File: src/source/demod_cfg.svh
`ifndef DEMOD_CFG_SVH
`define DEMOD_CFG_SVH

// datapath widths
`define SAMPLE_W        18
`define PRODUCT_W       36

// processor bus widths
`define ADDR_W          12
`define DATA_W          32

// upper address bits of the demod register space
`define DEMOD_BASE      8'h30

// register offsets inside the demod space
`define REG_CONTROL     4'd0
`define REG_DACSEL      4'd1
`define REG_ALPHA       4'd2
`define REG_THRESHOLD   4'd3
`define REG_STATUS      4'd4

// false lock limits, unit gain is 2^17
`define HIGH_ABS_LIMIT  18'h10000
`define ALPHA_ONE       19'sd131072

// dac source codes
`define DAC_I           4'd0
`define DAC_Q           4'd1
`define DAC_FMVIDEO     4'd2
`define DAC_AVGFREQ     4'd3
`define DAC_AVGABS      4'd4

`endif
File: src/source/demodPkg.sv
`include "demod_cfg.svh"

package demodPkg;

    // baseband sample or video value
    typedef logic signed [`SAMPLE_W-1:0] sampleT;

    // processor bus fields
    typedef logic [`ADDR_W-1:0] addrT;
    typedef logic [`DATA_W-1:0] wordT;

    // averaging coefficient, gain is 4*a/2^17
    typedef logic [15:0] alphaT;

    typedef logic [3:0] dacSelT;

    typedef enum logic [1:0] {
        MODE_FM     = 2'd0,
        MODE_OQPSK  = 2'd1,
        MODE_SOQPSK = 2'd2
    } demodModeT;

    typedef struct packed {
        sampleT i;
        sampleT q;
    } iqSampleT;

    // register outputs seen by the datapath
    typedef struct packed {
        demodModeT   mode;
        logic        iqSwap;
        dacSelT      dac0Sel;
        dacSelT      dac1Sel;
        dacSelT      dac2Sel;
        alphaT       falseLockAlpha;
        logic [15:0] falseLockThreshold;
    } demodCfgT;

    typedef struct packed {
        logic wr;
        addrT addr;
        wordT din;
    } demodBusT;

endpackage

File: src/source/fmDiscriminator.sv
`include "demod_cfg.svh"

module fmDiscriminator import demodPkg::*; (
    input  logic     clk,
    input  logic     rstN,
    input  demodCfgT cfg,
    input  iqSampleT rx,
    input  logic     sampleEn,
    output iqSampleT swapped,
    output sampleT   video,
    output logic     videoEn
);

    sampleT                       iNow;
    sampleT                       qNow;
    logic signed [`PRODUCT_W-1:0] crossIQ;
    logic signed [`PRODUCT_W-1:0] crossQI;
    logic signed [`PRODUCT_W-1:0] diff;

    // optional i/q exchange ahead of the discriminator
    always_comb begin
        if (cfg.iqSwap) begin
            iNow = rx.q;
            qNow = rx.i;
        end else begin
            iNow = rx.i;
            qNow = rx.q;
        end
    end

    // swapped holds sample n-1 until the next strobe
    assign crossIQ = swapped.i * qNow;
    assign crossQI = swapped.q * iNow;
    assign diff    = crossIQ - crossQI;

    always_ff @(posedge clk) begin
        if (!rstN) begin
            swapped <= '0;
            videoEn <= 1'b0;
        end else begin
            videoEn <= sampleEn;
            if (sampleEn) begin
                swapped <= {iNow, qNow};
            end
        end
    end

    // scale back to sample width, drop the duplicated sign bit
    always_ff @(posedge clk) begin
        if (sampleEn) begin
            video <= diff[`PRODUCT_W-2:`SAMPLE_W-1];
        end
    end

    // the averager and decision pipeline needs three cycles per sample
    assert property (@(posedge clk) disable iff (!rstN)
        sampleEn |-> !$past(sampleEn) && !$past(sampleEn, 2));

endmodule

File: config.mk
export PLATFORM = sky130hd
export DESIGN_NAME = fmDiscriminator
export DESIGN_NICKNAME = d
export VERILOG_FILES = /design/src/source/demodPkg.sv /design/src/source/fmDiscriminator.sv
export VERILOG_INCLUDE_DIRS = /design/src /design/src/source
export SDC_FILE = /design/constraint.sdc
export NUM_CORES = 2
export LEC_CHECK = 0
export BUFFER_PORTS_ARGS = -buffer_cell sky130_fd_sc_hd__buf_4
export CORE_MARGIN = 2
export CORE_UTILIZATION = 38
export CTS_BUF_LIST = sky130_fd_sc_hd__clkbuf_16
export CTS_CLUSTER_DIAMETER = 80
export DETAILED_ROUTE_END_ITERATION = 8
export GPL_TIMING_DRIVEN = 0
export HOLD_SLACK_MARGIN = 0.1
export PLACE_DENSITY = 0.6
export REMOVE_ABC_BUFFERS = 1
export SLEW_MARGIN = 20
export SYNTH_ARGS = -nofsm -noshare
export SYNTH_HDL_FRONTEND = slang
export SYNTH_SLANG_ARGS = --single-unit
File: constraint.sdc
create_clock -name clk -period 11.8 [get_ports clk]
set_input_delay 2.36 -clock clk [delete_from_list [all_inputs] [get_ports clk]]
set_output_delay 2.36 -clock clk [all_outputs]
set_load 0.05 [all_outputs]
==> metrics.txt <==
layout cell share with drive strength beyond 1=under 10%; Synth Flop Type=dfxtp_1; Final nets=3633; GRT Total Usage=~20%; die height=about 270 µm; Setup crit start=cfg[44]; RR Startpoint=swapped[17]; Max Slew Vio Count=0; Worst-path clk slew=0.10 ns; clk sinks=55; Hold-fix buffers, CTS=0; final WL=~66 mm; mapped cell area=around 26000 µm²; CTS max path bufs=2; setup tns final=0 ns; synthesized area per cell=9.71 µm²; clk_lat worst skew=~0.36 ns; Post-Synthesis Cells=2683; Worst Setup EP=video[15]; startpoint types=primary input; MaxCap Viol Count=0; worst r2r path cells=21; WP data required=11.94 ns; Worst Max-Slew Pin Slew=between 1 and 1.5 ns; arrival time worst endpoint=10.72 ns; Area Growth Syn to Fin=6.59%; Ports=141; DRC=0; initial core utilization=a little under two fifths; fin util=just over 40%; placed wire-length estimate=52.2 mm; design area=between 20000 and 30000 µm²; post-cts resize count=0; RSZ-0062 raised after global routing=false; reg-to-reg endpoint=video[13]; CTS Buf Count=5; Hold Path Class=reg -> reg; Cell variety after synth=54; Placed Area=approximately 28000 µm²; Worst Path Max Fanout=37; die area=a little over 70000 µm²; initial antenna violation count=2; Port Buffer Count=94; ys async rst share=0%; first-pass GRT wire length=109 mm; CTS tree=yes; FF+latch count, synth=55; Crit. End Element=flip-flop; Crit Path Class=in -> reg; GRT Residual Overflow=0; Placer Congestion=0.810; Site Rows=96; Routed Antenna Nets=0; clk_skew=about 0.018 ns; status=completed; final hold slack=0.771 ns; final hold violation count=0; Fill cells=between 6000 and 7000; Die Wd=266 µm; routed vias=17000; Max Fclk=~95 MHz; TritonRoute pass-1 iters=5; Final Setup Violations=0; Starting DRT DRC Count=between 700 and 800; reg2reg setup slack=3.42 ns; Final Cycle Share=~90%; Synth warnings=0; H-tree Lvls=2; Clock Root Buffer=clkbuf_16; Post-CTS Repair Setup Buffers=0; Post-synth EDFFs=18; vias in the first global route=about 19000; hold path depth=2; clock period minus worst slack=about 11 ns; WL/cell=18.5 µm; via density per instance=about 4.8; sequential share of the synthesized area=4.92%; core area=68200 µm²; Slew HR=25.5%; largest net degree at the start of global routing=about 80
kinds of logic after synthesis:
group,synth area share [%]
AOI/OAI and AO/OA,2.25
xor gates and xnor gates,1.64
adders and majority gates,62.8
buffers and inverters,12.1
DFF,4.92
muxes,2.15
and+or+nand+nor,14.2
Yosys cell counts (all sizes together), types with 10 or more instances:
master  count  area share, %
fa        713             55
edfxtp     18            2.1
dfxtp      37            2.8
nor2b      96            2.3
ha        166            8.0
buf        32           0.48
nand2b     24           0.58
a21boi     17           0.50
clkbuf     88            1.3
xor2       10           0.37
inv       717             10
nand2     327            4.7
mux2i      23           0.88
a21oi      18           0.42
nor2       39           0.57
mux2       29            1.3
xnor2      38            1.3
and2      227            5.5
per-stage QoR:
step / setup slack (ns) / std cells
after global placement: 0.266 / 3539
after global routing: 0.819 / 3551
after detailed placement: 0.698 / 3543
final: 1.22 / 3552
after floorplan: 2.57 / 2563
after CTS: 1.07 / 3551
registers in the layout, summed over array words and instances, names as in the netlist:
name     cells
swapped     36
video       18
videoEn      1
routing by layer:
layer / vias up / share of wire (%) / global-route usage, % / wire, µm
li1: 7564 / - / - / -
met1: 9098 / 44 / 27.4 / 28800
met2: 308 / 51 / 35.6 / 33300
met3: 66 / 3.8 / 1.78 / 2510
met4: 0 / 1.7 / 3.70 / 1130
met5: - / 0 / 0 / 0
layout by cell type, fill, tap and decap left out, types with 25 or more instances in the layout:
master and count:
xnor2_1 38, nand2_1 327, nor2_1 38, and2_1 221
mux2_2 25, dfxtp_1 29, ha_1 166, inv_1 717
buf_4 94, fa_1 713, nor2b_1 96
area by class of cell:
cell class	instances	area (µm²)	area share, %
well taps	882	1100	3.97
flip-flops and latches	55	1290	4.65
repair buffers	98	803	2.89
multi-input cells	1791	21700	78.2
diodes	1	2.50	0.00901
clock inverters	2	15.0	0.0541
clock buffers	6	150	0.541
inverters	717	2690	9.69
worst min path at each step:
stage	start	end	slack (ns)
after floorplan	swapped[22]	swapped[22]	0.84
after global placement	swapped[15]	swapped[15]	0.88
after detailed placement	swapped[27]	swapped[27]	0.83
after CTS	swapped[27]	swapped[27]	0.85
after global routing	swapped[31]	swapped[31]	0.84
final	swapped[10]	swapped[10]	0.77
critical path: stages:
cell and delay, ns:
buf_4 0.50, mux2_1 0.94, nand2_1 0.17, fa_1 0.50, fa_1 0.55, inv_1 0.05, fa_1 0.47, inv_1 0.07
fa_1 0.54, inv_1 0.06, fa_1 0.48, fa_1 0.50, fa_1 0.49, inv_1 0.05, fa_1 0.47, inv_1 0.04
ha_1 0.29, a211oi_1 0.28, o21ai_0 0.13, o21ai_1 0.55, a21oi_4 0.20, nor2_2 0.20, o311ai_4 0.17, o21a_4 0.26
o311ai_1 0.31
Power is not shown: default switching activity piles up to over one toggle a cycle in this logic, so the estimate is an artifact.
