$ cat src/source/demod_cfg.svh
`ifndef DEMOD_CFG_SVH
`define DEMOD_CFG_SVH

// datapath widths
`define SAMPLE_W        18
`define PRODUCT_W       36

// processor bus widths
`define ADDR_W          12
`define DATA_W          32

// upper address bits of the demod register space
`define DEMOD_BASE      8'h30

// register offsets inside the demod space
`define REG_CONTROL     4'd0
`define REG_DACSEL      4'd1
`define REG_ALPHA       4'd2
`define REG_THRESHOLD   4'd3
`define REG_STATUS      4'd4

// false lock limits, unit gain is 2^17
`define HIGH_ABS_LIMIT  18'h10000
`define ALPHA_ONE       19'sd131072

// dac source codes
`define DAC_I           4'd0
`define DAC_Q           4'd1
`define DAC_FMVIDEO     4'd2
`define DAC_AVGFREQ     4'd3
`define DAC_AVGABS      4'd4

`endif
$ cat src/source/demodPkg.sv
`include "demod_cfg.svh"

package demodPkg;

    // baseband sample or video value
    typedef logic signed [`SAMPLE_W-1:0] sampleT;

    // processor bus fields
    typedef logic [`ADDR_W-1:0] addrT;
    typedef logic [`DATA_W-1:0] wordT;

    // averaging coefficient, gain is 4*a/2^17
    typedef logic [15:0] alphaT;

    typedef logic [3:0] dacSelT;

    typedef enum logic [1:0] {
        MODE_FM     = 2'd0,
        MODE_OQPSK  = 2'd1,
        MODE_SOQPSK = 2'd2
    } demodModeT;

    typedef struct packed {
        sampleT i;
        sampleT q;
    } iqSampleT;

    // register outputs seen by the datapath
    typedef struct packed {
        demodModeT   mode;
        logic        iqSwap;
        dacSelT      dac0Sel;
        dacSelT      dac1Sel;
        dacSelT      dac2Sel;
        alphaT       falseLockAlpha;
        logic [15:0] falseLockThreshold;
    } demodCfgT;

    typedef struct packed {
        logic wr;
        addrT addr;
        wordT din;
    } demodBusT;

endpackage

$ cat src/source/falseLockDetector.sv
`include "demod_cfg.svh"

module falseLockDetector import demodPkg::*; (
    input  logic     clk,
    input  logic     rstN,
    input  demodCfgT cfg,
    input  sampleT   video,
    input  logic     videoEn,
    input  logic     carrierLock,
    output sampleT   avgFreq,
    output sampleT   avgAbsFreq,
    output logic     avgEn,
    output logic     highFreqOffset
);

    localparam sampleT absLimit = `HIGH_ABS_LIMIT;

    logic signed [`SAMPLE_W:0]    gainIn;
    logic signed [`SAMPLE_W:0]    gainHold;
    logic signed [`SAMPLE_W:0]    videoExt;
    logic signed [`SAMPLE_W:0]    absIn;
    logic signed [`PRODUCT_W+1:0] freqSum;
    logic signed [`PRODUCT_W+1:0] absSum;
    logic [`SAMPLE_W-1:0]         avgFreqMag;

    // input gain 4*alpha, hold gain is the rest of unity
    assign gainIn   = $signed({1'b0, cfg.falseLockAlpha, 2'b00});
    assign gainHold = `ALPHA_ONE - gainIn;

    // one extra bit so the most negative video has a magnitude
    assign videoExt = video;

    always_comb begin
        case (cfg.mode)
            MODE_OQPSK,
            MODE_SOQPSK: begin
                absIn = videoExt[`SAMPLE_W] ? -videoExt : videoExt;
            end
            default: begin
                // FM video carries deviation, not offset
                absIn = '0;
            end
        endcase
    end

    assign freqSum = video * gainIn + avgFreq * gainHold;
    assign absSum  = absIn * gainIn + avgAbsFreq * gainHold;

    always_ff @(posedge clk) begin
        if (!rstN) begin
            avgFreq    <= '0;
            avgAbsFreq <= '0;
            avgEn      <= 1'b0;
        end else begin
            avgEn <= videoEn;
            if (videoEn) begin
                // arithmetic shift by 17 gives the floor
                avgFreq    <= freqSum[`PRODUCT_W-2:`SAMPLE_W-1];
                avgAbsFreq <= absSum[`PRODUCT_W-2:`SAMPLE_W-1];
            end
        end
    end

    assign avgFreqMag = avgFreq[`SAMPLE_W-1] ? -avgFreq : avgFreq;

    // decision uses the averages stored on the previous edge
    always_ff @(posedge clk) begin
        if (!rstN) begin
            highFreqOffset <= 1'b0;
        end else if (avgEn) begin
            if (avgAbsFreq > absLimit) begin
                highFreqOffset <= 1'b1;
            end else if (avgFreqMag > {2'b00, cfg.falseLockThreshold}) begin
                highFreqOffset <= !carrierLock;
            end else begin
                highFreqOffset <= 1'b0;
            end
        end
    end

endmodule

$ cat config.mk
export PLATFORM = sky130hd
export DESIGN_NAME = falseLockDetector
export DESIGN_NICKNAME = d
export VERILOG_FILES = /design/src/source/demodPkg.sv /design/src/source/falseLockDetector.sv
export VERILOG_INCLUDE_DIRS = /design/src /design/src/source
export SDC_FILE = /design/constraint.sdc
export NUM_CORES = 2
export LEC_CHECK = 0
export ABC_AREA = 1
export ABC_CLOCK_PERIOD_IN_PS = 10000
export BUFFER_PORTS_ARGS = -buffer_cell sky130_fd_sc_hd__buf_2
export CELL_PAD_IN_SITES_DETAIL_PLACEMENT = 1
export CELL_PAD_IN_SITES_GLOBAL_PLACEMENT = 2
export CORE_ASPECT_RATIO = 0.7
export CORE_UTILIZATION = 25
export DETAILED_ROUTE_END_ITERATION = 16
export GPL_TIMING_DRIVEN = 0
export PLACE_DENSITY_LB_ADDON = 0.1
export REMOVE_ABC_BUFFERS = 1
export SETUP_SLACK_MARGIN = 0.2
export SYNTH_ARGS = -nofsm -noshare
export SYNTH_HDL_FRONTEND = slang
export SYNTH_SLANG_ARGS = --single-unit
$ cat constraint.sdc
create_clock -name clk -period 10 [get_ports clk]
set_input_delay 0.5 -clock clk [delete_from_list [all_inputs] [get_ports clk]]
set_output_delay 0.5 -clock clk [all_outputs]
set_load 0.1 [all_outputs]
==> results.cfg <==
[logic_synthesis]
synth_edf_count = 0
synthFlopType = dfxtp_1
synth.avg_cell_area_um2 = 8.12
synthArstFlopShare_pct = 0
syn_inst = 5898
ys_types = 61
yosysSeqAreaShare_pct = 1.59
syn-cell-area_um2 = 47900
ys_warn_count = 0
synth_seq_cells = 38

[setup_path]
required_ns = 10.22
critical_path_class = input pin to flip-flop
start_kind = input pin
rrSetupSlack_ns = 1.83
r2r_start = avgFreq[3]
worst_path_largest_cell_delay_ns = 0.62
reg2regPathDepth = 23
timing.rr.end = avgFreq[17]
end_kind = flip-flop
critPathArrivalTime_ns = 11.11
crit_path_top_delay_cell = fa_2
crit_top_cell = fa_1
path_max_fanout = 6

[timing]
hold_viol_final = 0
min_period_over_period_pct = 109
fin_skew_ns = 0.0177
rsz0062_at_grt = yes
finalSetupViolCount = 16
whs_ns = 0.455
worstMarginPinSlew_ns = 1.45
relSlewSlack_pct = 3.11
max_freq_ghz = 0.0918
min_period_ns = 10.89
setup_slack_ns = -0.888
final_max_slew_viol_count = 0

[layout]
mostFrequentLayoutCell = inv_1
fin_util_pct = 29.1
final_cell_count_no_fill = 8479
final_cell_mix = 1669 x inv_1, 1207 x fa_1, 1120 x nand2_1
fin_area_um2 = 55500
syn2layout_area_growth_pct = 15.8
layout-drive-gt1-share_pct = 11.2
nFillCells = 22423
fin_nets = 7642

[outcome]
status = finished with violations
violations = setup timing

[worst_hold_path]
hold_end = highFreqOffset
worst_hold_path_type = input pin to flip-flop
hp-start = carrierLock
hold_path_depth = 3

[route]
wl_per_cell_um = 22.8
drc_errors = 0
drtPass1Iterations = 5
viasPerCell = 4.41
drt-total-wl_um = 194000
ant_nets = 0
drt_iter0_markers = 2017
vias = 37391

[die]
dieHeight_um = 368
fp-row-count = 134
fp.dieW_um = 525
start_util_pct = 25.2
io_pins = 107
dieArea_um2 = 193000
core_um2 = 190000

[clock_tree]
cts_sinks = 38
insertion_delay_ns = 0.34
cts_tree = built
cts_root_buf = clkbuf_16
cts_buffer_depth = 2
numCtsBuffers = 5
postCtsHoldBufs = 0
clk_pin_slew_ns = 0.08
htree_levels = 2

[placement]
dp_cells = 8325
gp_congestion = 0.816
place_area_um2 = 50900
dpl.hpwl_um = 151000
port_buffers = 93

[grt]
antenna_found_initial = 10
grt_start_max_net_pins = 52
grtUsageTotal_pct = 20.6
grt_pass1_vias = 42683
grt_overflow = 0
grt_pass1_wl_um = 293000

[run]
maxCapViolCount = 0
sequential cells by signal (all words and copies together), names as in the netlist:
signal	count
avgEn	1
avgAbsFreq	18
avgFreq	18
highFreqOffset	1
worst max-delay path: cells and delay by family:
family                     cells  cell delay (ns)
xor gates and xnor gates       1             0.19
adders and majority gates     14             6.05
and+or+nand+nor               23             2.76
AOI/OAI and AO/OA              5             0.65
buffers and inverters         10             0.93
worst max path at each step:
stage,from,to
finish,video[0],avgAbsFreq[17]
global route,video[0],avgAbsFreq[17]
CTS,video[1],avgAbsFreq[17]
detailed placement,video[1],avgAbsFreq[17]
global placement,video[1],avgAbsFreq[17]
floorplan,video[0],avgAbsFreq[17]
logic make-up (layout without fill, tap and decap cells):
group	count (synthesis)	count (layout)	synth area share [%]
fa+ha+maj	1613	1613	61.4
compound gates	345	345	4.12
other cells	2	37	0.0157
buf+inv	1952	1982	15.4
xor+xnor	123	123	2.29
flops	38	38	1.59
simple gates	1825	1825	15.2
per-layer routing:
metal	track usage, %	part of all wire (%)	vias to the layer above	wire [um]
li1	-	-	16901	-
met1	33.0	54	19966	104000
met2	31.4	43	484	82600
met3	1.48	3.1	40	5930
met4	0.789	0.34	0	668
met5	0	0	-	0
stage by stage:
stage | setup slack, ns | TNS [ns]
finish | -0.888 | -7.38
global route | -1.33 | -16.20
CTS | -1.14 | -11.31
detailed placement | -3.69 | -73.72
global placement | -3.75 | -99.25
floorplan | -0.404 | -1.63
cell usage after synthesis (all sizes together), types with 28 or more instances:
master / count / area share [%]
a21oi: 155 / 1.6
buf: 54 / 0.54
clkbuf: 164 / 1.3
dfxtp: 38 / 1.6
fa: 1228 / 51
ha: 385 / 10
inv: 1718 / 13
nand2: 1177 / 9.3
nand3: 101 / 1.1
nor2: 463 / 3.7
nor3: 28 / 0.38
o21ai: 103 / 1.1
xnor2: 54 / 0.99
xor2: 68 / 1.3
area by class of cell:
type	count	area, um^2	share of cell area [%]
clock buffer	7	143	0.257
timing repair inverter	3	15.0	0.0271
multi-input combinational	3941	42400	76.4
timing repair buffer	237	2350	4.23
inverter	1734	6670	12.0
tap	2516	3150	5.67
clock inverter	1	5.00	0.00902
antenna	2	5.00	0.00902
sequential	38	763	1.38
timing repair:
item                                    CTS  global route
resized for setup                       532           139
gates cloned                              9             0
buffers inserted                         94            40
endpoints found under the setup margin   36            32
pin swaps                               121           108
Power is left out: the tool's default activity adds up to more than one toggle a clock period on the data nets, which glitch-free logic cannot reach.
