**config.mk**
```make
export PLATFORM = sky130hd
export DESIGN_NAME = demodRegs
export DESIGN_NICKNAME = d
export VERILOG_FILES = /design/src/source/demodPkg.sv /design/src/source/demodRegs.sv
export VERILOG_INCLUDE_DIRS = /design/src /design/src/source
export SDC_FILE = /design/constraint.sdc
export NUM_CORES = 1
export LEC_CHECK = 0
export BUFFER_PORTS_ARGS = -buffer_cell sky130_fd_sc_hd__buf_2
export CORE_MARGIN = 5
export CORE_UTILIZATION = 48
export DETAILED_ROUTE_END_ITERATION = 8
export GPL_TIMING_DRIVEN = 1
export PLACE_DENSITY = 0.92
export SLEW_MARGIN = 15
export SYNTH_ARGS = -nofsm -noshare
export SYNTH_HDL_FRONTEND = slang
export SYNTH_SLANG_ARGS = --single-unit
```
**constraint.sdc**
```tcl
create_clock -name clk -period 4.24 [get_ports clk]
set_clock_uncertainty 0.2 [all_clocks]
set_input_delay 0.212 -clock clk [delete_from_list [all_inputs] [get_ports clk]]
set_output_delay 0.212 -clock clk [all_outputs]
set_load 0.05 [all_outputs]
```
**src/source/demod_cfg.svh**
```systemverilog
`ifndef DEMOD_CFG_SVH
`define DEMOD_CFG_SVH

// datapath widths
`define SAMPLE_W        18
`define PRODUCT_W       36

// processor bus widths
`define ADDR_W          12
`define DATA_W          32

// upper address bits of the demod register space
`define DEMOD_BASE      8'h30

// register offsets inside the demod space
`define REG_CONTROL     4'd0
`define REG_DACSEL      4'd1
`define REG_ALPHA       4'd2
`define REG_THRESHOLD   4'd3
`define REG_STATUS      4'd4

// false lock limits, unit gain is 2^17
`define HIGH_ABS_LIMIT  18'h10000
`define ALPHA_ONE       19'sd131072

// dac source codes
`define DAC_I           4'd0
`define DAC_Q           4'd1
`define DAC_FMVIDEO     4'd2
`define DAC_AVGFREQ     4'd3
`define DAC_AVGABS      4'd4

`endif
```
**src/source/demodPkg.sv**
```systemverilog
`include "demod_cfg.svh"

package demodPkg;

    // baseband sample or video value
    typedef logic signed [`SAMPLE_W-1:0] sampleT;

    // processor bus fields
    typedef logic [`ADDR_W-1:0] addrT;
    typedef logic [`DATA_W-1:0] wordT;

    // averaging coefficient, gain is 4*a/2^17
    typedef logic [15:0] alphaT;

    typedef logic [3:0] dacSelT;

    typedef enum logic [1:0] {
        MODE_FM     = 2'd0,
        MODE_OQPSK  = 2'd1,
        MODE_SOQPSK = 2'd2
    } demodModeT;

    typedef struct packed {
        sampleT i;
        sampleT q;
    } iqSampleT;

    // register outputs seen by the datapath
    typedef struct packed {
        demodModeT   mode;
        logic        iqSwap;
        dacSelT      dac0Sel;
        dacSelT      dac1Sel;
        dacSelT      dac2Sel;
        alphaT       falseLockAlpha;
        logic [15:0] falseLockThreshold;
    } demodCfgT;

    typedef struct packed {
        logic wr;
        addrT addr;
        wordT din;
    } demodBusT;

endpackage

```
**src/source/demodRegs.sv**
```systemverilog
`include "demod_cfg.svh"

module demodRegs import demodPkg::*; (
    input  logic     clk,
    input  logic     rstN,
    input  demodBusT bus,
    input  logic     highFreqOffset,
    input  logic     carrierLock,
    output demodCfgT cfg,
    output wordT     dout
);

    logic       demodSpace;
    logic [3:0] offset;
    logic       writeEn;

    // upper address byte picks the demod space
    assign demodSpace = (bus.addr[`ADDR_W-1:4] == `DEMOD_BASE);
    assign offset     = bus.addr[3:0];
    assign writeEn    = bus.wr && demodSpace;

    always_ff @(posedge clk) begin
        if (!rstN) begin
            cfg <= '0;
        end else if (writeEn) begin
            case (offset)
                `REG_CONTROL: begin
                    cfg.mode   <= demodModeT'(bus.din[1:0]);
                    cfg.iqSwap <= bus.din[2];
                end
                `REG_DACSEL: begin
                    cfg.dac0Sel <= bus.din[3:0];
                    cfg.dac1Sel <= bus.din[7:4];
                    cfg.dac2Sel <= bus.din[11:8];
                end
                `REG_ALPHA: begin
                    cfg.falseLockAlpha <= bus.din[15:0];
                end
                `REG_THRESHOLD: begin
                    cfg.falseLockThreshold <= bus.din[15:0];
                end
                default: begin
                    cfg <= cfg;
                end
            endcase
        end
    end

    // readback straight from the address
    always_comb begin
        dout = '0;
        if (demodSpace) begin
            case (offset)
                `REG_CONTROL:   dout[2:0]  = {cfg.iqSwap, cfg.mode};
                `REG_DACSEL:    dout[11:0] = {cfg.dac2Sel, cfg.dac1Sel, cfg.dac0Sel};
                `REG_ALPHA:     dout[15:0] = cfg.falseLockAlpha;
                `REG_THRESHOLD: dout[15:0] = cfg.falseLockThreshold;
                `REG_STATUS:    dout[1:0]  = {carrierLock, highFreqOffset};
                default:        dout       = '0;
            endcase
        end
    end

    // the fourth mode code has no datapath behind it
    assert property (@(posedge clk) disable iff (!rstN)
        (writeEn && offset == `REG_CONTROL) |-> bus.din[1:0] != 2'b11);

    // no bus writes while the block is held in reset
    assert property (@(posedge clk) !rstN |-> !bus.wr);

endmodule

```
==> impl_results.html <==
<table>
<tr><th>Metric</th><th>Value</th></tr>
<tr><th colspan="2">Die</th></tr>
<tr><td>Effective utilization at floorplan</td><td>49.0%</td></tr>
<tr><td>Ports placed on the boundary</td><td>128</td></tr>
<tr><td>Die Area</td><td>6240 sq um</td></tr>
<tr><td>Area of the placeable core</td><td>4660 sq um</td></tr>
<tr><td>Die outline height</td><td>79.0 um</td></tr>
<tr><td>Die X-Extent</td><td>79.0 um</td></tr>
<tr><td>Std cell rows</td><td>25</td></tr>
<tr><th colspan="2">Timing</th></tr>
<tr><td>Unrepaired setup endpoints after global routing</td><td>no</td></tr>
<tr><td>Final setup vio count</td><td>0</td></tr>
<tr><td>Least-Margin Pin Slew</td><td>1.15 ns</td></tr>
<tr><td>Number of failing hold endpoints at the final stage</td><td>0</td></tr>
<tr><td>Final total negative setup slack</td><td>0 ns</td></tr>
<tr><td>Final worst-path cycle share</td><td>54.0%</td></tr>
<tr><td>Min Clock Period, post-route</td><td>2.29 ns</td></tr>
<tr><td>Count of final max-slew check failures</td><td>0</td></tr>
<tr><td>Worst max-slew margin expressed relative to the limit</td><td>23.2%</td></tr>
<tr><td>Fmax</td><td>437 MHz</td></tr>
<tr><th colspan="2">Routing</th></tr>
<tr><td>Iteration-0 DRC count of the detailed router</td><td>79</td></tr>
<tr><td>Detailed Route WL</td><td>5860 um</td></tr>
<tr><td>Routed via count divided by cell count</td><td>5.36</td></tr>
<tr><td>Final routed DRC violation total</td><td>0</td></tr>
<tr><td>Number of detailed-route iterations in the first pass</td><td>4</td></tr>
<tr><td>Mean routed wirelength per cell</td><td>14.5 um</td></tr>
<tr><td>Routed via count</td><td>2159</td></tr>
<tr><td>Post-detailed-route count of antenna-violating nets</td><td>0</td></tr>
<tr><th colspan="2">Clocking</th></tr>
<tr><td>Clock latency on the worst-skew pair</td><td>0.29 ns</td></tr>
<tr><td>Count of clock tree sinks</td><td>47</td></tr>
<tr><td>Buffer type at the clock tree root</td><td>sky130_fd_sc_hd__clkbuf_8</td></tr>
<tr><td>TritonCTS clock tree</td><td>yes</td></tr>
<tr><td>Clock transition at the registers of the reported paths</td><td>0.08 ns</td></tr>
<tr><td>Maximum root-to-sink buffer count</td><td>2</td></tr>
<tr><td>Total CTS buffers</td><td>5</td></tr>
<tr><td>H-tree depth</td><td>2</td></tr>
<tr><td>CTS-repair resized insts</td><td>0</td></tr>
<tr><th colspan="2">Worst setup path</th></tr>
<tr><td>Critical-path cell list</td><td>buf_2 -&gt; nor2b_1 -&gt; a22oi_1 -&gt; nor2_1 -&gt; buf_2</td></tr>
<tr><td>CP dominant cell by count</td><td>sky130_fd_sc_hd__buf_2</td></tr>
<tr><td>Setup crit start kind</td><td>primary input</td></tr>
<tr><td>CP Data Required Time</td><td>3.83 ns</td></tr>
<tr><td>Critical Path Fanout Max</td><td>19</td></tr>
<tr><td>Critical path endpoint category</td><td>output port</td></tr>
<tr><td>Critical Setup Path Class</td><td>in2out</td></tr>
<tr><td>CP max stage cell</td><td>sky130_fd_sc_hd__nor2b_1</td></tr>
<tr><td>Delay of the slowest critical-path stage</td><td>0.66 ns</td></tr>
<tr><td>Signal arrival time at the worst endpoint</td><td>1.88 ns</td></tr>
<tr><th colspan="2">Status</th></tr>
<tr><td>Result of the run</td><td>complete, no violations</td></tr>
<tr><th colspan="2">Synthesis</th></tr>
<tr><td>Count of unique library cells instantiated by Yosys</td><td>31</td></tr>
<tr><td>Number of register bits inferred by synthesis</td><td>47</td></tr>
<tr><td>Number of flops mapped to enable cells by yosys</td><td>0</td></tr>
<tr><td>Cell with the most instances after synthesis</td><td>sky130_fd_sc_hd__dfxtp_1</td></tr>
<tr><td>Commonest cells in the synthesized netlist</td><td>47 x sky130_fd_sc_hd__dfxtp_1, 32 x sky130_fd_sc_hd__nand3_1, 31 x sky130_fd_sc_hd__nand2_1, 31 x sky130_fd_sc_hd__o21ai_0, 16 x sky130_fd_sc_hd__buf_4</td></tr>
<tr><td>Sequential cell area fraction in the yosys report</td><td>41.2%</td></tr>
<tr><td>Synth top area share</td><td>41.2%</td></tr>
<tr><td>Cell area after synthesis</td><td>2280 sq um</td></tr>
<tr><td>Ranking of synthesized cells by area</td><td>sky130_fd_sc_hd__dfxtp_1 41%, sky130_fd_sc_hd__nand3_1 7.0%, sky130_fd_sc_hd__o21ai_0 6.8%</td></tr>
<tr><td>Most common flop cell mapped by yosys</td><td>sky130_fd_sc_hd__dfxtp_1</td></tr>
<tr><td>Cell type with the largest total area after synthesis</td><td>sky130_fd_sc_hd__dfxtp_1</td></tr>
<tr><td>Post-synthesis cell count</td><td>260</td></tr>
<tr><td>Average instance area after synthesis</td><td>8.79 sq um</td></tr>
<tr><td>Share of flip-flops with an asynchronous set or reset after synthesis</td><td>0%</td></tr>
<tr><td>Number of warnings reported in the yosys synthesis log</td><td>0</td></tr>
<tr><th colspan="2">Place</th></tr>
<tr><td>Count of port buffers added during placement</td><td>95</td></tr>
<tr><td>DP Wirelength</td><td>4140 um</td></tr>
<tr><td>Placer's final routability congestion estimate</td><td>0.752</td></tr>
<tr><th colspan="2">Power</th></tr>
<tr><td>Worst vdd ir</td><td>0.000230 V</td></tr>
<tr><td>Power per cell area</td><td>284 nW/um^2</td></tr>
<tr><td>Static Leakage</td><td>1.29 nW</td></tr>
<tr><td>Total power after layout</td><td>0.000803 W</td></tr>
<tr><th colspan="2">Job</th></tr>
<tr><td>Total of max-cap violations</td><td>0</td></tr>
<tr><th colspan="2">Layout</th></tr>
<tr><td>Share of final-layout standard cells stronger than drive strength 1</td><td>35.2%</td></tr>
<tr><td># diodes</td><td>0</td></tr>
<tr><td>Register name with the most flops</td><td>cfg</td></tr>
<tr><td>Area growth, synth to finish</td><td>24.0%</td></tr>
<tr><td>Flip-flop count of the largest register after layout</td><td>47</td></tr>
<tr><td>Largest registers ranked by flip-flop count</td><td>cfg x47</td></tr>
<tr><td>Post-layout nets</td><td>397</td></tr>
<tr><th colspan="2">Global route</th></tr>
<tr><td>Antenna violations before repair</td><td>0</td></tr>
<tr><td>GRT Util Overall</td><td>18.1%</td></tr>
<tr><td>Wire length of the first global-routing pass</td><td>9210 um</td></tr>
<tr><td>Total congestion overflow</td><td>0</td></tr>
<tr><td>Via count of the first global-routing pass</td><td>1981</td></tr>
<tr><td>Pin count of the biggest net entering global routing</td><td>64</td></tr>
<tr><th colspan="2">Worst hold path</th></tr>
<tr><td>Worst min-delay path class</td><td>in2reg</td></tr>
</table>
## critical path: cells and delay by family
| kind | cells | cell delay [ns] |
|---|---|---|
| simple gates | 2 | 0.79 |
| buf+inv | 2 | 0.67 |
| compound gates | 1 | 0.19 |
## timing repair
item,in CTS,in global routing
hold buffers,5,0
buffers inserted,0,0
hold endpoints to repair,8,0
## through the flow
step                area [sq um]  hold slack, ns  cells  worst slack, ns  util (%)
floorplan                   2340           0.161    275            0.399         -
global placement            2690           0.258    390             1.88      57.7
detailed placement          2690           0.263    390             1.86      57.7
CTS                         2830        0.000966    403             1.95      60.8
global route                2830         0.00523    403             1.83      60.8
finish                      2830         0.00428    403             1.95      60.8
## layout make-up
cell class / instances / area (sq um)
inverter: 2 / 7.51
timing repair buffer: 102 / 541
sequential: 47 / 941
multi-input combinational: 190 / 1180
fill: 421 / 1830
clock buffer: 7 / 86.3
clock inverter: 1 / 8.76
tap: 54 / 67.6
## power by group
part / total [W] / internal, W / switching, W
Sequential: 0.000441 / 0.000441 / 0.0000000345
Clock: 0.000275 / 0.000134 / 0.000141
Combinational: 0.0000877 / 0.0000224 / 0.0000653
## routing by layer
layer / up-vias / wire length [um] / global-route usage, %
met5: - / 0 / 0
met4: 0 / 34 / 3.26
met3: 4 / 489 / 4.42
met2: 88 / 2810 / 32.4
met1: 1001 / 2530 / 22.2
li1: 1066 / - / -
## worst paths after layout
| path | start | endpoint | slack (ns) | depth (start not counted) |
|---|---|---|---|---|
| worst max-delay path | bus[33] | dout[11] | 1.95 | 5 |
| worst max register to register | cfg[12] | cfg[12] | 3.37 | 2 |
| worst min-delay path | bus[6] | cfg[38] | 0.004 | 3 |
| worst min register to register | cfg[35] | cfg[35] | 0.28 | 2 |
## cell families (layout without fill, tap and decap cells)
group / Yosys count / in the layout / share of synthesized area, %
simple gates: 96 / 96 / 22.5
compound gates: 51 / 51 / 13.7
flops: 47 / 47 / 41.2
buf+inv: 38 / 112 / 9.53
mux: 27 / 27 / 13.0
other cells: 1 / 16 / 0.164
## layout by cell type, fill, tap and decap left out, types with 3 or more instances in the layout
| cell | n |
|---|---|
| sky130_fd_sc_hd__dlygate4sd3_1 | 5 |
| sky130_fd_sc_hd__mux2i_1 | 15 |
| sky130_fd_sc_hd__dfxtp_1 | 47 |
| sky130_fd_sc_hd__nand3_1 | 32 |
| sky130_fd_sc_hd__nand2_1 | 31 |
| sky130_fd_sc_hd__o21ai_0 | 31 |
| sky130_fd_sc_hd__a22oi_1 | 13 |
| sky130_fd_sc_hd__conb_1 | 16 |
| sky130_fd_sc_hd__nor2b_1 | 4 |
| sky130_fd_sc_hd__nor2_1 | 15 |
| sky130_fd_sc_hd__clkbuf_8 | 6 |
| sky130_fd_sc_hd__nand4_1 | 3 |
| sky130_fd_sc_hd__mux2_2 | 11 |
| sky130_fd_sc_hd__buf_2 | 95 |
Power figures use the tool's default switching activity.
