## config.mk

```make
export PLATFORM = sky130hd
export DESIGN_NAME = dacMux
export DESIGN_NICKNAME = d
export VERILOG_FILES = /design/src/source/demodPkg.sv /design/src/source/dacMux.sv
export VERILOG_INCLUDE_DIRS = /design/src /design/src/source
export SDC_FILE = /design/constraint.sdc
export NUM_CORES = 1
export LEC_CHECK = 0
export BUFFER_PORTS_ARGS = -buffer_cell sky130_fd_sc_hd__buf_2
export CAP_MARGIN = 20
export CORE_ASPECT_RATIO = 1.2
export CORE_MARGIN = 2
export CORE_UTILIZATION = 40
export CTS_BUF_LIST = sky130_fd_sc_hd__clkbuf_4
export DETAILED_ROUTE_END_ITERATION = 8
export PLACE_DENSITY = 0.84
export SYNTH_ARGS = -nofsm -noshare
export SYNTH_HDL_FRONTEND = slang
export SYNTH_SLANG_ARGS = --single-unit
```

## constraint.sdc

```tcl
create_clock -name clk -period 2.1 [get_ports clk]
set_clock_uncertainty 0.15 [all_clocks]
set_input_delay 0.315 -clock clk [delete_from_list [all_inputs] [get_ports clk]]
set_output_delay 0.315 -clock clk [all_outputs]
set_load 0.01 [all_outputs]
```

## src/source/demod_cfg.svh

```systemverilog
`ifndef DEMOD_CFG_SVH
`define DEMOD_CFG_SVH

// datapath widths
`define SAMPLE_W        18
`define PRODUCT_W       36

// processor bus widths
`define ADDR_W          12
`define DATA_W          32

// upper address bits of the demod register space
`define DEMOD_BASE      8'h30

// register offsets inside the demod space
`define REG_CONTROL     4'd0
`define REG_DACSEL      4'd1
`define REG_ALPHA       4'd2
`define REG_THRESHOLD   4'd3
`define REG_STATUS      4'd4

// false lock limits, unit gain is 2^17
`define HIGH_ABS_LIMIT  18'h10000
`define ALPHA_ONE       19'sd131072

// dac source codes
`define DAC_I           4'd0
`define DAC_Q           4'd1
`define DAC_FMVIDEO     4'd2
`define DAC_AVGFREQ     4'd3
`define DAC_AVGABS      4'd4

`endif
```

## src/source/demodPkg.sv

```systemverilog
`include "demod_cfg.svh"

package demodPkg;

    // baseband sample or video value
    typedef logic signed [`SAMPLE_W-1:0] sampleT;

    // processor bus fields
    typedef logic [`ADDR_W-1:0] addrT;
    typedef logic [`DATA_W-1:0] wordT;

    // averaging coefficient, gain is 4*a/2^17
    typedef logic [15:0] alphaT;

    typedef logic [3:0] dacSelT;

    typedef enum logic [1:0] {
        MODE_FM     = 2'd0,
        MODE_OQPSK  = 2'd1,
        MODE_SOQPSK = 2'd2
    } demodModeT;

    typedef struct packed {
        sampleT i;
        sampleT q;
    } iqSampleT;

    // register outputs seen by the datapath
    typedef struct packed {
        demodModeT   mode;
        logic        iqSwap;
        dacSelT      dac0Sel;
        dacSelT      dac1Sel;
        dacSelT      dac2Sel;
        alphaT       falseLockAlpha;
        logic [15:0] falseLockThreshold;
    } demodCfgT;

    typedef struct packed {
        logic wr;
        addrT addr;
        wordT din;
    } demodBusT;

endpackage

```

## src/source/dacMux.sv

```systemverilog
`include "demod_cfg.svh"

module dacMux import demodPkg::*; (
    input  logic     clk,
    input  logic     rstN,
    input  dacSelT   sel,
    input  iqSampleT swapped,
    input  sampleT   video,
    input  logic     videoEn,
    input  sampleT   avgFreq,
    input  sampleT   avgAbsFreq,
    input  logic     avgEn,
    output sampleT   dacData,
    output logic     dacSync
);

    sampleT nextData;
    logic   nextSync;

    // each source travels with the strobe that marks it valid
    always_comb begin
        case (sel)
            `DAC_Q: begin
                nextData = swapped.q;
                nextSync = videoEn;
            end
            `DAC_FMVIDEO: begin
                nextData = video;
                nextSync = videoEn;
            end
            `DAC_AVGFREQ: begin
                nextData = avgFreq;
                nextSync = avgEn;
            end
            `DAC_AVGABS: begin
                nextData = avgAbsFreq;
                nextSync = avgEn;
            end
            default: begin
                // DAC_I and any unused code
                nextData = swapped.i;
                nextSync = videoEn;
            end
        endcase
    end

    always_ff @(posedge clk) begin
        if (!rstN) begin
            dacSync <= 1'b0;
        end else begin
            dacSync <= nextSync;
        end
    end

    always_ff @(posedge clk) begin
        dacData <= nextData;
    end

endmodule

```

==> metrics.csv, run 1 <==
stage,metric,value,unit
cts,Sink Count,19,
sta,WHS,0.0983,ns
cts,CTS Buf Count,3,
cts,H-tree depth,1,
global_route,first-pass GRT wire length,6710,µm
logic_synthesis,ranking of synthesized cells by area,"dfxtp_1, a21oi_1, mux2_2",
finish,P&R area growth vs syn,48.6,%
sta,final hold vios,0,
floorplan,# rows,23,
logic_synthesis,Syn Nets,254,
placement,Post-Place Setup Slack,0.486,ns
route,Antenna Nets Post-Route,0,
logic_synthesis,Mean Syn Cell Area,8.61,µm²
sta,Achievable Freq,0.769,GHz
job,max_cap viols,0,
floorplan,die height,67.5,µm
logic_synthesis,Synth async-reset ratio,0,%
sta,Post-Route Setup TNS,0,ns
logic_synthesis,Synth Cell Area,1340,µm²
global_route,GRT Residual Overflow,0,
critical_path,CP required,2.19,ns
floorplan,Die Area,3840,µm²
critical_path,Startpoint Class,primary input,
route,DR vias,1607,
pwr,VDD IR-drop max,0.000295,V
sta,Final period util,61.9,%
sta,Setup Viol. Count Final,0,
global_route,GRT Overall Usage,21.8,%
min_path,Hold Crit Depth,2,
sta,Tightest Pin Transition,0.477,ns
logic_synthesis,top-count cell post-synth,a21oi_1,
min_path,Hold WC Path Type,primary input to flop,
sta,final slew viol count,0,
finish,fraction of layout cells with a size suffix above 1,58.0,%
cts,Clock Path Buffers,2,
cts,setup bufs post-CTS,0,
cts,"CTS clk-pin slew, worst paths",0.11,ns
cts,clk root buf,clkbuf_4,
logic_synthesis,dominant cell type by area after synthesis,dfxtp_1,
route,Remaining DRCs,0,
logic_synthesis,Mapped Cells,156,
logic_synthesis,synth unique cells,20,
placement,gpl congestion,0.848,
min_path,hold_sp,swapped[30],
route,First-pass DRT Iterations,4,
floorplan,I/O pins,117,
logic_synthesis,top_reg_cell synth,dfxtp_1,
global_route,initial antenna violation count,0,
finish,final net count,368,
route,mean number of vias per cell,5.25,
sta,final worst slack,0.800,ns
placement,Placed Area,1960,µm²
sta,Period minus WS final,1.30,ns
sta,Worst slew margin,68.2,%
route,total wire length,4490,µm
floorplan,initial core utilization,40.9,%
min_path,Worst Hold End,dacData[12],
logic_synthesis,Synth top area share,28.3,%
cts,Hold Buf Count CTS,0,
global_route,vias in the first global route,1559,
logic_synthesis,Synth Register Bits,19,
critical_path,crit path max fanout,10,
finish,Finished Cell Area,1990,µm²
logic_synthesis,Post-synth top cells,"a21oi_1, dfxtp_1, inv_1, o22ai_1, mux2_2",
logic_synthesis,Yosys warning count,0,
pwr,Pwr Density,479,nW/µm²
logic_synthesis,Post-synth EDFFs,0,
floorplan,total core area,3280,µm²
critical_path,Crit Path Category,primary input to flop,
sta,RSZ-0062 raised after global routing,false,
critical_path,Setup crit end kind,flop,
global_route,largest net degree at the start of global routing,24,
placement,DP HPWL,3440,µm
logic_synthesis,register area share after synthesis,28.3,%
pwr,P_leak,1.03,nW
outcome,status,completed,
critical_path,crit-path cells,"buf_2, or2_1, a21oi_4, buf_12, a2bb2oi_2",
cts,Post-CTS Resized,0,
critical_path,Worst path max stage delay,0.33,ns
critical_path,CP max stage cell,a21oi_4,
cts,CTS tree,yes,
critical_path,WP data arrival,1.39,ns
finish,ant diodes,0,
placement,input/output buffers,116,
floorplan,die span in x,56.9,µm
route,Initial DRC Count,43,
route,DR WL/cell,14.7,µm
critical path, delay by kind of cell:
kind,cells,cell delay [ns]
buffers and inverters,2,0.33
AND/OR/NAND/NOR,1,0.27
AO/OA/AOI/OAI,2,0.47
layout make-up:
| type | count | area, µm² |
|---|---|---|
| clock buffer | 4 | 30.0 |
| fill | 324 | 1290 |
| inverter | 19 | 71.3 |
| multi-input combinational | 103 | 813 |
| sequential | 19 | 380 |
| tap | 37 | 46.3 |
| timing repair buffer | 124 | 653 |
worst max path at each step:
stage,depth (start not counted),endpoint,slack [ns],startpoint
after floorplan,5,dacData[0],0.66,sel[3]
after global placement,5,dacData[7],0.53,sel[2]
after CTS,5,dacData[2],0.80,sel[2]
after detailed placement,5,dacData[2],0.49,sel[2]
final,5,dacData[7],0.80,sel[2]
after global routing,6,dacData[14],0.71,sel[1]
state kept, by name, summed over array words and instances, names as in the netlist:
name and count:
dacData 18, dacSync 1
cells by family (layout without fill, tap and decap cells):
group	after synthesis	in the layout	share of synthesized area [%]
simple gates	8	8	3.91
compound gates	76	76	40.8
mux	19	19	15.8
buf+inv	34	147	11.1
flops	19	19	28.3
per-stage QoR:
step | cells | utilization, % | power [W]
after global routing | 306 | 60.8 | 0.00101
after global placement | 302 | 59.9 | 0.000754
after floorplan | 156 | - | 0.000605
after detailed placement | 302 | 59.9 | 0.000763
after CTS | 306 | 60.8 | 0.000958
final | 306 | 60.8 | 0.000955
cell usage in the layout (no fill, tap or decap), types with 2 or more instances in the layout:
cell type	synthesis	routed
clkbuf_4	0	4
mux2_2	16	16
nand2_1	2	2
a2bb2oi_2	10	10
buf_4	0	7
inv_1	19	19
a21oi_1	37	37
buf_2	8	116
mux2_1	2	2
nor2_1	3	3
a2bb2oi_1	8	8
o22ai_1	18	18
dfxtp_1	19	19
routing by layer:
layer	wire [µm]	vias up	GRT usage (%)
li1	-	804	-
met1	1800	739	26.4
met2	2380	56	39.2
met3	234	8	3.07
met4	72	0	7.56
met5	0	-	0
power by group:
group / leakage, nW / total (W) / switching (W) / internal (W)
Sequential: 0.160 / 0.000405 / 0.00000899 / 0.000396
Clock: 0.0184 / 0.000200 / 0.000113 / 0.0000867
Combinational: 0.856 / 0.000351 / 0.000161 / 0.000189
(Power assumes the default switching activity.)
==> run 2: changes to the inputs <==
--- a/config.mk
+++ b/config.mk
@@ -6,6 +6,7 @@
 export SDC_FILE = /design/constraint.sdc
 export NUM_CORES = 1
 export LEC_CHECK = 0
+export ABC_AREA = 1
 export BUFFER_PORTS_ARGS = -buffer_cell sky130_fd_sc_hd__buf_2
 export CAP_MARGIN = 20
 export CORE_ASPECT_RATIO = 1.2
@@ -13,7 +14,7 @@
 export CORE_UTILIZATION = 40
 export CTS_BUF_LIST = sky130_fd_sc_hd__clkbuf_4
 export DETAILED_ROUTE_END_ITERATION = 8
-export PLACE_DENSITY = 0.84
+export PLACE_DENSITY = 0.83
 export SYNTH_ARGS = -nofsm -noshare
 export SYNTH_HDL_FRONTEND = slang
 export SYNTH_SLANG_ARGS = --single-unit
==> constraint.sdc (replaced) <==
create_clock -name clk -period 1.2 [get_ports clk]
set_clock_uncertainty 0.15 [all_clocks]
set_input_delay 0.18 -clock clk [delete_from_list [all_inputs] [get_ports clk]]
set_output_delay 0.18 -clock clk [all_outputs]
set_load 0.01 [all_outputs]
==> metrics.csv, run 2 <==
stage,metric,value,unit
critical_path,crit-path cells,buf_2,
placement,gpl congestion,0.857,
critical_path,crit path max fanout,1,
finish,"commonest non-fill, non-tap cell in the layout",buf_2,
global_route,largest net degree at the start of global routing,36,
logic_synthesis,dominant cell type by area after synthesis,nand3_1,
critical_path,CP required,0.87,ns
sta,final slew viol count,0,
logic_synthesis,Post-synth EDFFs,0,
sta,Final period util,89.8,%
outcome,status,completed,
placement,Post-Place Setup Slack,-0.150,ns
critical_path,Crit Path Category,flop to output port,
sta,Period minus WS final,1.08,ns
global_route,GRT Residual Overflow,0,
cts,clk root buf,clkbuf_4,
placement,input/output buffers,116,
sta,Tightest Pin Transition,0.285,ns
critical_path,WP data arrival,0.75,ns
floorplan,Die Area,4000,µm²
logic_synthesis,Synth Cell Area,1410,µm²
sta,Post-Route Setup TNS,0,ns
global_route,GRT Overall Usage,24.5,%
floorplan,I/O pins,117,
logic_synthesis,Syn Nets,313,
cts,Clock Path Buffers,2,
pwr,P_leak,1.32,nW
floorplan,# rows,23,
route,Initial DRC Count,176,
finish,most frequent cells in the layout,"buf_2, nand3_1, nand2_1",
critical_path,cell family with most CP delay,flip-flops,
floorplan,die span in x,58.1,µm
pwr,Pwr Density,730,nW/µm²
min_path,Hold WC Path Type,primary input to flop,
finish,Largest regs,"dacData x18, dacSync x1",
finish,P&R area growth vs syn,59.9,%
cts,CTS Buf Count,3,
route,mean number of vias per cell,5.13,
logic_synthesis,ranking of synthesized cells by area,"nand3_1, dfxtp_1, nand2_1",
logic_synthesis,Mean Syn Cell Area,6.54,µm²
logic_synthesis,register area share after synthesis,27.1,%
sta,Setup Viol. Count Final,0,
critical_path,Worst path max stage delay,0.34,ns
cts,H-tree depth,1,
global_route,first-pass GRT wire length,7440,µm
finish,max FFs per register,18,
critical_path,CP Buf/Inv Count,1,
route,DR WL/cell,13.0,µm
logic_synthesis,Yosys warning count,0,
pwr,VDD IR-drop max,0.000987,V
logic_synthesis,synth unique cells,16,
logic_synthesis,Synth top area share,32.4,%
cts,"CTS clk-pin slew, worst paths",0.10,ns
cts,CTS tree,yes,
route,total wire length,5030,µm
cts,setup bufs post-CTS,0,
sta,final worst slack,0.122,ns
route,Remaining DRCs,0,
sta,final hold vios,0,
logic_synthesis,Synth Register Bits,19,
sta,RSZ-0062 raised after global routing,false,
floorplan,initial core utilization,42.1,%
sta,Worst slew margin,81.0,%
cts,Sink Count,19,
critical_path,Startpoint Class,flop,
finish,ant diodes,0,
critical_path,Setup crit end kind,output port,
logic_synthesis,Mapped Cells,215,
logic_synthesis,Synth async-reset ratio,0,%
finish,final net count,448,
job,max_cap viols,0,
global_route,vias in the first global route,1804,
finish,final core utilization,67.3,%
floorplan,total core area,3340,µm²
finish,register with the most flip-flops,dacData,
logic_synthesis,Post-synth top cells,"nand3_1, nand2_1, dfxtp_1, nor2_1, buf_6",
route,First-pass DRT Iterations,4,
route,DR vias,1980,
route,Antenna Nets Post-Route,0,
placement,DP HPWL,3700,µm
sta,Achievable Freq,0.928,GHz
floorplan,die height,68.9,µm
critical_path,CP max stage cell,dfxtp_1,
logic_synthesis,top-count cell post-synth,nand3_1,
global_route,initial antenna violation count,0,
logic_synthesis,top_reg_cell synth,dfxtp_1,
finish,fraction of layout cells with a size suffix above 1,40.4,%
[run 2: area by class of cell]
type / instances / area [µm²]
Multi-Input combinational cell: 175 / 853
Tap cell: 37 / 46.3
Fill cell: 305 / 1090
Inverter: 5 / 18.8
Timing Repair Buffer: 146 / 918
Sequential cell: 19 / 380
Clock buffer: 4 / 30.0
[run 2: layer usage]
metal  vias to the layer above  GRT usage [%]  share of wire (%)
li1                        990              -                  -
met1                       850           23.8                 34
met2                       124           47.2                 50
met3                        16           7.46                 12
met4                         0           11.3                4.0
met5                         -              0                  0
[run 2: path summary, 6_finish.rpt]
| check | endpoint | startpoint | cells past startpoint | slack, ns |
|---|---|---|---|---|
| max | dacData[10] | dacData[10] | 1 | 0.12 |
| min | dacData[5] | avgAbsFreq[5] | 5 | 0.04 |
[run 2: logic make-up after synthesis]
group	Yosys count	synth area share [%]
buf+inv	21	12.6
simple gates	173	58.9
flops	19	27.1
compound gates	2	1.51
[run 2: report_power, final]
part / total [W] / leakage [nW] / internal [W] / switching (W)
Clock: 0.000325 / 0.0184 / 0.000152 / 0.000174
Sequential: 0.000711 / 0.160 / 0.000696 / 0.0000153
Combinational: 0.000604 / 1.14 / 0.000307 / 0.000297
[run 2: through the flow]
stage | cells | total power, W | hold slack, ns | instance area [µm²]
2_1_floorplan | 215 | 0.00100 | 0.151 | 1410
3_3_place_gp | 362 | 0.00127 | 0.257 | 2020
4_1_cts | 386 | 0.00166 | 0.0302 | 2250
6_report | 386 | 0.00164 | 0.0390 | 2250
5_1_grt | 386 | 0.00174 | 0.0465 | 2250
3_5_place_dp | 362 | 0.00127 | 0.262 | 2020
[run 2: repair_timing]
action / CTS / global route
hold buffers: 20 / 0
resized for setup: 0 / 0
hold endpoints to repair: 19 / 0
setup endpoints to repair: 0 / 0
==> run 3: changes to the inputs <==
==> constraint.sdc (replaced) <==
create_clock -name clk -period 1.4 [get_ports clk]
set_clock_uncertainty 0.15 [all_clocks]
set_input_delay 0.21 -clock clk [delete_from_list [all_inputs] [get_ports clk]]
set_output_delay 0.21 -clock clk [all_outputs]
set_load 0.01 [all_outputs]
==> metrics.csv, run 3 (synthesized netlist as in run 2, its figures left out) <==
stage,metric,value,unit
floorplan,initial core utilization,42.1,%
sta,RSZ-0062 raised after global routing,false,
sta,final slew viol count,0,
floorplan,Die Area,4000,µm²
global_route,first-pass GRT wire length,7290,µm
cts,"CTS clk-pin slew, worst paths",0.10,ns
route,DR vias,1914,
finish,final net count,439,
finish,max FFs per register,18,
cts,H-tree depth,1,
global_route,largest net degree at the start of global routing,44,
cts,CTS tree,yes,
cts,CTS Buf Count,3,
finish,register with the most flip-flops,dacData,
route,total wire length,4840,µm
floorplan,total core area,3340,µm²
sta,Worst slew margin,69.1,%
route,Antenna Nets Post-Route,0,
finish,most frequent cells in the layout,"buf_2, nand3_1, nand2_1",
route,mean number of vias per cell,5.08,
finish,Largest regs,"dacData x18, dacSync x1",
min_path,Hold WC Path Type,primary input to flop,
floorplan,I/O pins,117,
finish,footprint of the multi-input gates,858,µm²
route,DR WL/cell,12.8,µm
outcome,status,completed,
job,max_cap viols,0,
sta,Tightest Pin Transition,0.462,ns
finish,Finished Layout Cells,377,
route,Remaining DRCs,0,
finish,P&R area growth vs syn,52.8,%
pwr,VDD IR-drop max,0.000699,V
cts,Clock Path Buffers,2,
finish,fraction of layout cells with a size suffix above 1,40.3,%
sta,Post-Route Setup TNS,0,ns
sta,final hold vios,0,
critical_path,Startpoint Class,primary input,
placement,gpl congestion,0.870,
global_route,GRT Overall Usage,23.8,%
cts,clk root buf,clkbuf_4,
sta,Final period util,86.7,%
critical_path,Setup crit end kind,flop,
global_route,GRT Residual Overflow,0,
finish,fillers,313,
placement,input/output buffers,116,
cts,Sink Count,19,
pwr,Pwr Density,647,nW/µm²
route,Initial DRC Count,144,
global_route,initial antenna violation count,0,
finish,ant diodes,0,
critical_path,WP data arrival,1.30,ns
finish,FF+latch area,380,µm²
sta,Achievable Freq,0.824,GHz
placement,Placed Cells incl. Taps,358,
pwr,total power,0.00139,W
critical_path,CP required,1.49,ns
pwr,P_leak,1.28,nW
sta,Setup Viol. Count Final,0,
floorplan,# rows,23,
route,First-pass DRT Iterations,5,
global_route,vias in the first global route,1766,
floorplan,die span in x,58.1,µm
sta,Period minus WS final,1.21,ns
placement,DP HPWL,3670,µm
finish,"commonest non-fill, non-tap cell in the layout",buf_2,
sta,WHS,0.000410,ns
floorplan,die height,68.9,µm
critical_path,crit path max fanout,20,
placement,Placed Area,1960,µm²
finish,Finished Cell Area,2150,µm²
critical_path,Crit Path Category,primary input to flop,
run 3: per-stage QoR:
step | utilization, % | setup slack [ns]
final | 64.3 | 0.186
after detailed placement | 58.8 | -0.214
after global placement | 58.8 | -0.164
after global routing | 64.3 | 0.0348
after CTS | 64.2 | 0.113
after floorplan | - | 0.276
run 3: layout make-up:
class                           instances  share of cell area, %
Multi-Input combinational cell        175                   40.0
Timing Repair Buffer                  137                   37.9
Sequential cell                        19                   17.7
Tap cell                               37                   2.16
Clock buffer                            4                   1.40
Inverter                                5                  0.874
run 3: power breakdown:
part / total [W] / switching, W / internal, W / leakage [nW]
Combinational: 0.000490 / 0.000248 / 0.000242 / 1.10
Clock: 0.000288 / 0.000158 / 0.000130 / 0.0184
Sequential: 0.000610 / 0.0000138 / 0.000596 / 0.160
run 3: path summary, 6_finish.rpt:
path	start	to	slack, ns	cells past startpoint
setup / recovery	sel[2]	dacSync	0.19	7
hold / removal	swapped[29]	dacData[11]	0.0004	3
run 3: critical path, stage by stage:
cell	delay, ns
buf_2	0.11
inv_1	0.06
nor2_4	0.37
nand2_4	0.24
nand3_1	0.14
nand2_1	0.07
nor2_1	0.09
run 3: layer usage:
metal	GRT usage [%]	part of all wire [%]
met1	24.5	36
met2	47.7	51
met3	5.78	10
met4	5.81	2.0
met5	0	0
run 3: what timing repair did:
item | CTS | global route
resized for setup | 0 | 1
buffers inserted | 0 | 0
setup endpoints to repair | 0 | 8
hold buffers | 15 | 0
endpoints found under the hold margin | 14 | 0
